## src/source/rename_config_pkg.sv

```systemverilog
/* rename sizing constants */

package rename_config_pkg;

	//////////////////////////////////////////////////
	// register file sizes
	//////////////////////////////////////////////////

	localparam int arf_size = 32;	// architectural regs
	localparam int prf_size = 64;	// physical regs

	localparam int arf_idx_w = $clog2(arf_size);	// 5 bits
	localparam int prf_tag_w = $clog2(prf_size);	// 6 bits

	//////////////////////////////////////////////////
	// index and tag types
	//////////////////////////////////////////////////

	typedef logic [arf_idx_w-1:0] arf_idx_t;	// arch register index
	typedef logic [prf_tag_w-1:0] prf_tag_t;	// physical tag

endpackage

```

## src/source/rename_types_pkg.sv

```systemverilog
/* rename stage interface types */

package rename_types_pkg;

	//////////////////////////////////////////////////
	// instruction into rename
	//////////////////////////////////////////////////

	typedef struct packed {
		logic                         valid;	// held as a level through a halt
		rename_config_pkg::arf_idx_t  opa_idx;	// source a
		rename_config_pkg::arf_idx_t  opb_idx;	// source b
		logic                         opa_imm;	// source a is an immediate
		logic                         opb_imm;	// source b is an immediate
		logic                         has_dest;	// needs a new tag
		rename_config_pkg::arf_idx_t  dest_idx;	// destination reg
	} rename_req_t;

	// renamed instruction out
	typedef struct packed {
		logic                         valid;
		rename_config_pkg::prf_tag_t  opa_tag;	// 0 for immediates
		rename_config_pkg::prf_tag_t  opb_tag;
		logic                         opa_imm;	// passed through
		logic                         opb_imm;
		rename_config_pkg::prf_tag_t  dest_tag;	// freshly allocated
		rename_config_pkg::prf_tag_t  old_tag;	// mapping being replaced
	} rename_resp_t;

	// retiring instruction
	typedef struct packed {
		logic                         valid;	// single cycle strobe
		rename_config_pkg::arf_idx_t  arf_idx;
		rename_config_pkg::prf_tag_t  prf_tag;	// committed mapping
		rename_config_pkg::prf_tag_t  old_tag;	// tag to free
	} commit_t;

	// what the speculative table does this cycle
	typedef enum logic [1:0] {
		rat_idle    = 2'd0,
		rat_rename  = 2'd1,
		rat_stall   = 2'd2,
		rat_recover = 2'd3
	} rat_op_e;

endpackage

```

## src/source/rat.sv

```systemverilog
/* speculative register alias table */

`timescale 1ns/100ps

module rat (
	input  logic                                  clock,
	input  logic                                  reset,
	input  rename_types_pkg::rename_req_t         req,
	input  logic                                  mispredict,
	input  rename_config_pkg::prf_tag_t [rename_config_pkg::arf_size-1:0] arch_table,
	input  rename_config_pkg::prf_tag_t           alloc_tag,	// lowest free tag
	input  logic                                  alloc_ok,	// free list not empty
	output rename_types_pkg::rename_resp_t        resp,
	output logic                                  halt,
	output logic                                  alloc_take	// pop the free list
);

	rename_config_pkg::prf_tag_t [rename_config_pkg::arf_size-1:0] map_q;	// spec map
	rename_types_pkg::rat_op_e op;	// this cycle's action

	//////////////////////////////////////////////////
	// operation decode
	//////////////////////////////////////////////////

	always_comb begin
		if (mispredict) begin
			op = rename_types_pkg::rat_recover;	// wins over everything
		end else if (!req.valid) begin
			op = rename_types_pkg::rat_idle;
		end else if (req.has_dest && !alloc_ok) begin
			op = rename_types_pkg::rat_stall;	// no tag to hand out
		end else begin
			op = rename_types_pkg::rat_rename;
		end
	end

	//////////////////////////////////////////////////
	// lookup and response
	//////////////////////////////////////////////////

	always_comb begin
		resp       = '0;
		halt       = 1'b0;
		alloc_take = 1'b0;
		case (op)
			rename_types_pkg::rat_rename: begin
				resp.valid   = 1'b1;
				resp.opa_imm = req.opa_imm;	// flags go straight through
				resp.opb_imm = req.opb_imm;
				// sources see the map before this instruction's write
				resp.opa_tag = req.opa_imm ? '0 : map_q[req.opa_idx];
				resp.opb_tag = req.opb_imm ? '0 : map_q[req.opb_idx];
				if (req.has_dest) begin
					resp.dest_tag = alloc_tag;	// new physical home
					resp.old_tag  = map_q[req.dest_idx];	// freed at retire
					alloc_take    = 1'b1;
				end
			end
			rename_types_pkg::rat_stall: begin
				halt = 1'b1;	// requester holds req
			end
			default: begin
				// idle and recover leave resp cleared
			end
		endcase
	end

	//////////////////////////////////////////////////
	// table update
	//////////////////////////////////////////////////

	always_ff @(posedge clock) begin
		if (reset) begin
			for (int i = 0; i < rename_config_pkg::arf_size; i++) begin
				map_q[i] <= rename_config_pkg::prf_tag_t'(i);	// identity map
			end
		end else begin
			case (op)
				rename_types_pkg::rat_recover: begin
					map_q <= arch_table;	// back to committed state
				end
				rename_types_pkg::rat_rename: begin
					if (req.has_dest) begin
						map_q[req.dest_idx] <= alloc_tag;
					end
				end
				default: begin
					map_q <= map_q;	// idle or stall holds
				end
			endcase
		end
	end

endmodule

```

## src/source/rrat.sv

```systemverilog
/* retirement alias table */

`timescale 1ns/100ps

module rrat (
	input  logic                                  clock,
	input  logic                                  reset,
	input  rename_types_pkg::commit_t             commit,
	output rename_config_pkg::prf_tag_t [rename_config_pkg::arf_size-1:0] arch_table,
	output logic [rename_config_pkg::prf_size-1:0] arch_in_use	// tags the map holds
);

	rename_config_pkg::prf_tag_t [rename_config_pkg::arf_size-1:0] map_q;	// committed map
	logic [rename_config_pkg::prf_size-1:0] in_use_q;	// one bit per tag
	rename_config_pkg::prf_tag_t prev_tag;	// entry being overwritten

	// current holder of the retiring register
	assign prev_tag = map_q[commit.arf_idx];

	//////////////////////////////////////////////////
	// committed map
	//////////////////////////////////////////////////

	always_ff @(posedge clock) begin
		if (reset) begin
			for (int i = 0; i < rename_config_pkg::arf_size; i++) begin
				map_q[i] <= rename_config_pkg::prf_tag_t'(i);	// reg i on tag i
			end
		end else if (commit.valid) begin
			map_q[commit.arf_idx] <= commit.prf_tag;
		end
	end

	//////////////////////////////////////////////////
	// in-use bitmap
	//////////////////////////////////////////////////

	// tracks exactly what map_q references, so a rebuild on mispredict
	// also recovers tags renamed and overwritten on the wrong path
	always_ff @(posedge clock) begin
		if (reset) begin
			for (int i = 0; i < rename_config_pkg::prf_size; i++) begin
				in_use_q[i] <= (i < rename_config_pkg::arf_size);	// low half busy
			end
		end else if (commit.valid) begin
			in_use_q[prev_tag]       <= 1'b0;	// old mapping gone
			in_use_q[commit.prf_tag] <= 1'b1;	// new one takes its place
		end
	end

	assign arch_table  = map_q;
	assign arch_in_use = in_use_q;

endmodule

```

## src/source/prf_free_list.sv

```systemverilog
/* physical register free list */

`timescale 1ns/100ps

module prf_free_list (
	input  logic                                   clock,
	input  logic                                   reset,
	input  logic                                   alloc_take,	// rat used alloc_tag
	input  rename_types_pkg::commit_t              commit,
	input  logic                                   mispredict,
	input  logic [rename_config_pkg::prf_size-1:0] arch_in_use,
	output rename_config_pkg::prf_tag_t            alloc_tag,
	output logic                                   alloc_ok
);

	logic [rename_config_pkg::prf_size-1:0] free_q;	// 1 means free
	logic [rename_config_pkg::prf_size-1:0] free_next;

	//////////////////////////////////////////////////
	// lowest free select
	//////////////////////////////////////////////////

	// scan from the top so the lowest set bit is written last
	always_comb begin
		alloc_tag = '0;
		alloc_ok  = 1'b0;
		for (int i = rename_config_pkg::prf_size - 1; i >= 0; i--) begin
			if (free_q[i]) begin
				alloc_tag = rename_config_pkg::prf_tag_t'(i);
				alloc_ok  = 1'b1;	// at least one free
			end
		end
	end

	//////////////////////////////////////////////////
	// next state
	//////////////////////////////////////////////////

	always_comb begin
		if (mispredict) begin
			free_next = ~arch_in_use;	// rebuild from committed map
		end else begin
			free_next = free_q;
			if (alloc_take) begin
				free_next[alloc_tag] = 1'b0;	// handed to rat
			end
			if (commit.valid) begin
				free_next[commit.old_tag] = 1'b1;	// retired overwrite
			end
		end
	end

	always_ff @(posedge clock) begin
		if (reset) begin
			for (int i = 0; i < rename_config_pkg::prf_size; i++) begin
				free_q[i] <= (i >= rename_config_pkg::arf_size);	// upper half free
			end
		end else begin
			free_q <= free_next;
		end
	end

endmodule

```

## src/source/rename_unit.sv

```systemverilog
/* register rename stage top */

`timescale 1ns/100ps

module rename_unit (
	input  logic                           clock,
	input  logic                           reset,
	input  rename_types_pkg::rename_req_t  req,
	input  rename_types_pkg::commit_t      commit,
	input  logic                           mispredict,
	output rename_types_pkg::rename_resp_t resp,
	output logic                           halt
);

	rename_config_pkg::prf_tag_t alloc_tag;	// free list to rat
	logic                        alloc_ok;
	logic                        alloc_take;	// rat back to free list
	rename_config_pkg::prf_tag_t [rename_config_pkg::arf_size-1:0] arch_table;
	logic [rename_config_pkg::prf_size-1:0] arch_in_use;	// rrat to free list

	//////////////////////////////////////////////////
	// speculative map
	//////////////////////////////////////////////////

	rat u_rat (
		.clock      (clock),
		.reset      (reset),
		.req        (req),
		.mispredict (mispredict),
		.arch_table (arch_table),
		.alloc_tag  (alloc_tag),
		.alloc_ok   (alloc_ok),
		.resp       (resp),
		.halt       (halt),
		.alloc_take (alloc_take)
	);

	// committed map
	rrat u_rrat (
		.clock       (clock),
		.reset       (reset),
		.commit      (commit),
		.arch_table  (arch_table),
		.arch_in_use (arch_in_use)
	);

	// tag allocator
	prf_free_list u_free_list (
		.clock       (clock),
		.reset       (reset),
		.alloc_take  (alloc_take),
		.commit      (commit),
		.mispredict  (mispredict),
		.arch_in_use (arch_in_use),
		.alloc_tag   (alloc_tag),
		.alloc_ok    (alloc_ok)
	);

endmodule

```

## config.mk

```make
export PLATFORM = sky130hd
export DESIGN_NAME = rename_unit
export DESIGN_NICKNAME = d
export VERILOG_FILES = /design/src/source/rename_config_pkg.sv /design/src/source/rename_types_pkg.sv /design/src/source/rat.sv /design/src/source/rrat.sv /design/src/source/prf_free_list.sv /design/src/source/rename_unit.sv
export SDC_FILE = /design/constraint.sdc
export NUM_CORES = 2
export LEC_CHECK = 0
export BUFFER_PORTS_ARGS = -buffer_cell sky130_fd_sc_hd__buf_2
export CAP_MARGIN = 0
export CORE_MARGIN = 4
export CORE_UTILIZATION = 40
export CTS_BUF_LIST = sky130_fd_sc_hd__clkbuf_8 sky130_fd_sc_hd__clkbuf_16
export DETAILED_ROUTE_END_ITERATION = 12
export SLEW_MARGIN = 10
export SYNTH_ARGS = -nofsm -noshare
export SYNTH_HDL_FRONTEND = slang
export SYNTH_SLANG_ARGS = --single-unit
export TNS_END_PERCENT = 50
```

## constraint.sdc

```tcl
create_clock -name clock -period 2.75 [get_ports clock]
set_clock_uncertainty 0.15 [all_clocks]
set_input_delay 0.275 -clock clock [delete_from_list [all_inputs] [get_ports clock]]
set_output_delay 0.275 -clock clock [all_outputs]
set_load 0.01 [all_outputs]
```

==> metrics.md <==
| Metric | Value |
|---|---|
| Worst-path fanout max | 7 |
| Endpoint class of the critical path | flop |
| CP delay by family, top | simple AND/OR/NAND/NOR gates |
| WP depth | 16 |
| Most frequent cells in the layout | dfxtp_1, buf_4, nor2_1 |
| Detailed-route DRC error count | 0 |
| Synthesized instance count | 3109 |
| Via density | 6.69 |
| Worst IR drop on VDD | 565 uV |
| Routed via count | 30198 |
| Dpl hpwl | 92.4 mm |
| Area grow syn2layout | 33.9% |
| Final setup margin | -0.655 ns |
| CP Cell Sequence | buf_6 -> nor4_4 -> buf_4 -> nand4_1 -> or4_4 -> o21ai_4 -> buf_12 -> buf_4 -> buf_6 -> buf_16 -> buf_12 -> buf_12 -> buf_12 -> nor4_4 -> a221oi_2 -> nor3_1 |
| Library cells used by synthesis | 69 |
| Ys Warns | 0 |
| Initial DRC count | 4672 |
| Final weighted congestion in routability-driven placement | 1.01 |
| Sequential cell area fraction in the yosys report | 35.9% |
| Row count | 97 |
| Failing checks | setup timing |
| Global-route wire length before repair | 185 mm |
| Utilization after layout | 54.3% |
| Die area | 75700 um^2 |
| Syn Area/Cell | 9.18 um^2 |
| Worst R2R Path Depth | 16 |
| Final ANT Viol Nets | 0 |
| Fmax | 294 MHz |
| Crit-path max cell delay | 0.60 ns |
| Fin crit share | 124% |
| RSZ-0062 raised after global routing | yes |
| FF-to-FF End | u_rat.map_q[4] |
| Startpoint Class | flop |
| CTS tree | built |
| Yosys reg bits | 512 |
| Setup TNS | -113.61 ns |
| Outcome | finished, violations left |
| Initial antenna violation count | 18 |
| CP dominant cell by count | buf_12 |
| Arrival time worst endpoint | 3.73 ns |
| Hold Fails Final Rpt | 0 |
| Pwr Total | 20.1 mW |
| Core area | 70400 um^2 |
| Starting utilization of the core area | 40.6% |
| H-tree depth | 2 |
| Port Buf Inserts | 67 |
| Worst flop-to-flop path startpoint | u_free_list.free_q[27] |
| Hold Path End | u_rrat.arch_table[53] |
| Crit Path Class | reg2reg |
| Pin count of the biggest net entering global routing | 150 |
| Ports | 68 |
| Ys async rst share | 0% |
| Setup Viol. Count Final | 312 |
| Worst path required time | 3.08 ns |
| Worst R2R Setup Slack | -0.66 ns |
| EDFF count, synth | 0 |
| Die H | 275 um |
| Mapped cell area | 28600 um^2 |
| Maximum clock path buffer count | 3 |
| Worst hold path class | in2reg |
| Slew Viols, Final | 0 |
| Finished Layout Cells | 4512 |
| Leak Pwr | 13.8 nW |
| TritonRoute pass-1 iters | 6 |
| Wirelength per Cell | 29.2 um |
| CTS sink count | 512 |
| CP bufs+invs | 9 |
| Min Tclk post-route | 3.41 ns |
| Worst rel slew slack | 24.1% |
| Post-layout nets | 3554 |
| Syn nets | 3149 |
| Share of cells above drive strength 1 | 33.6% |
| Hold Path Stages | 4 |
| Ys flop type | dfxtp_1 |
| WL final | 132 mm |
| Clock transition at path regs | 0.06 ns |
| Number of max-cap violations | 0 |
| Most common cell after layout, fill and taps aside | dfxtp_1 |
| Worst-Margin Slew | 1.13 ns |
| Chip width | 275 um |
| Hold_sp | commit[11] |
| Clock Latency Late Sink | 0.62 ns |
| Slowest CP cell | or4_4 |
| Global route overflow | 0 |
| Cell Pwr Density | 527 nW/um^2 |
| CTS buffer count | 56 |
| Clk root buf | clkbuf_16 |
| Vias in the first global route | 27517 |
| All-Layer GR Usage | 32.7% |
| Dpl cells | 4289 |
==> cell usage after synthesis, types with 8 or more instances <==
master    number  share of area, %
mux2i_1      138               4.8
or4_1          8              0.21
buf_2         33              0.58
buf_4         10              0.26
dfxtp_1      512                36
clkbuf_1     172               2.3
o21ai_1       29              0.51
nand2b_1      15              0.33
a21oi_1      160               2.8
nor4_2         9              0.39
nor4_1        24              0.53
a22o_1         8              0.25
mux4_2       216                17
and2_1         9              0.20
nand3_1       99               1.7
nor2b_1       55               1.2
nor2_1       377               5.0
buf_6         14              0.55
nand2_1      355               4.7
inv_1         21              0.28
nor3b_1       12              0.32
o21ai_0      110               1.9
a221o_1       56               2.0
o211ai_1      54               1.4
nor3_1       118               2.1
nand4_1       12              0.26
and3_1        13              0.28
a31oi_1       63               1.4
a22oi_1      125               3.3
a221oi_1     119               3.7
a211oi_1      18              0.47
nand3b_1      11              0.29
buf_1         45              0.59
==> power breakdown <==
group          internal (mW)  switching (mW)  leakage (nW)
registers               7.61           0.226          4.17
clock network           4.88            3.34          1.02
logic                   1.71            2.38          8.61
==> worst register-to-register path, cell delays in order, from the launching register on <==
cell,delay (ns)
dfxtp_2,0.32
buf_6,0.11
nor4_4,0.26
buf_4,0.16
nand4_1,0.13
or4_4,0.60
o21ai_4,0.18
buf_12,0.15
buf_4,0.11
buf_6,0.10
buf_16,0.15
buf_12,0.12
buf_12,0.12
buf_12,0.10
nor4_4,0.06
a221oi_2,0.35
nor3_1,0.08
==> layout make-up <==
cell class / instances / area [um^2]
repair buffers: 621 / 5930
fillers: 6084 / 32200
diodes: 11 / 27.5
clock inverters: 39 / 434
clock buffers: 66 / 1560
well taps: 940 / 1180
inverters: 22 / 97.6
multi-input cells: 2301 / 18700
flip-flops and latches: 512 / 10300
==> repair_timing <==
item	4_1_cts	5_1_grt
resized for setup	181	255
hold buffers	6	0
pin swaps	59	170
endpoints found under the hold margin	41	0
endpoints found under the setup margin	284	319
buffers inserted	33	50
gates cloned	11	17
==> sequential cells by signal, indices dropped and copies added, names as in the netlist <==
register            cells
u_free_list.free_q     64
u_rat.map_q           192
u_rrat.arch_in_use     64
u_rrat.arch_table     192
==> how the worst max path moves through the flow <==
stage | startpoint | endpoint | slack (ns)
detailed placement | u_free_list.free_q[50] | u_free_list.free_q[41] | -0.56
global placement | u_free_list.free_q[50] | u_free_list.free_q[41] | -0.54
global route | u_free_list.free_q[27] | u_rat.map_q[4] | -0.72
floorplan | u_free_list.free_q[27] | resp[12] | -0.01
finish | u_free_list.free_q[27] | u_rat.map_q[4] | -0.66
CTS | u_free_list.free_q[26] | resp[16] | -0.65
==> metal layers <==
layer	up-vias	track usage (%)	wire [um]
met2	2284	47.8	55700
li1	12687	-	-
met4	14	16.7	8870
met3	546	10.1	17300
met1	14667	43.6	49800
met5	-	0	107
==> logic make-up (layout without fill, tap and decap cells) <==
family	Yosys count	count (layout)	synth area share, %
buffers and inverters	296	748	4.54
other	0	11	0
AOI/OAI and AO/OA	784	784	18.9
muxes	354	354	21.9
and+or+nand+nor	1163	1163	18.8
DFF	512	512	35.9
==> through the flow <==
step | worst slack (ns) | instance area (um^2) | hold WS [ns]
after floorplan | -0.0110 | 28700 | 0.266
after global placement | -0.535 | 32800 | 0.309
after detailed placement | -0.555 | 32800 | 0.316
after CTS | -0.654 | 36300 | 0.0302
after global routing | -0.724 | 38200 | 0.0487
final | -0.655 | 38200 | 0.0654
Power figures use the tool's default switching activity.
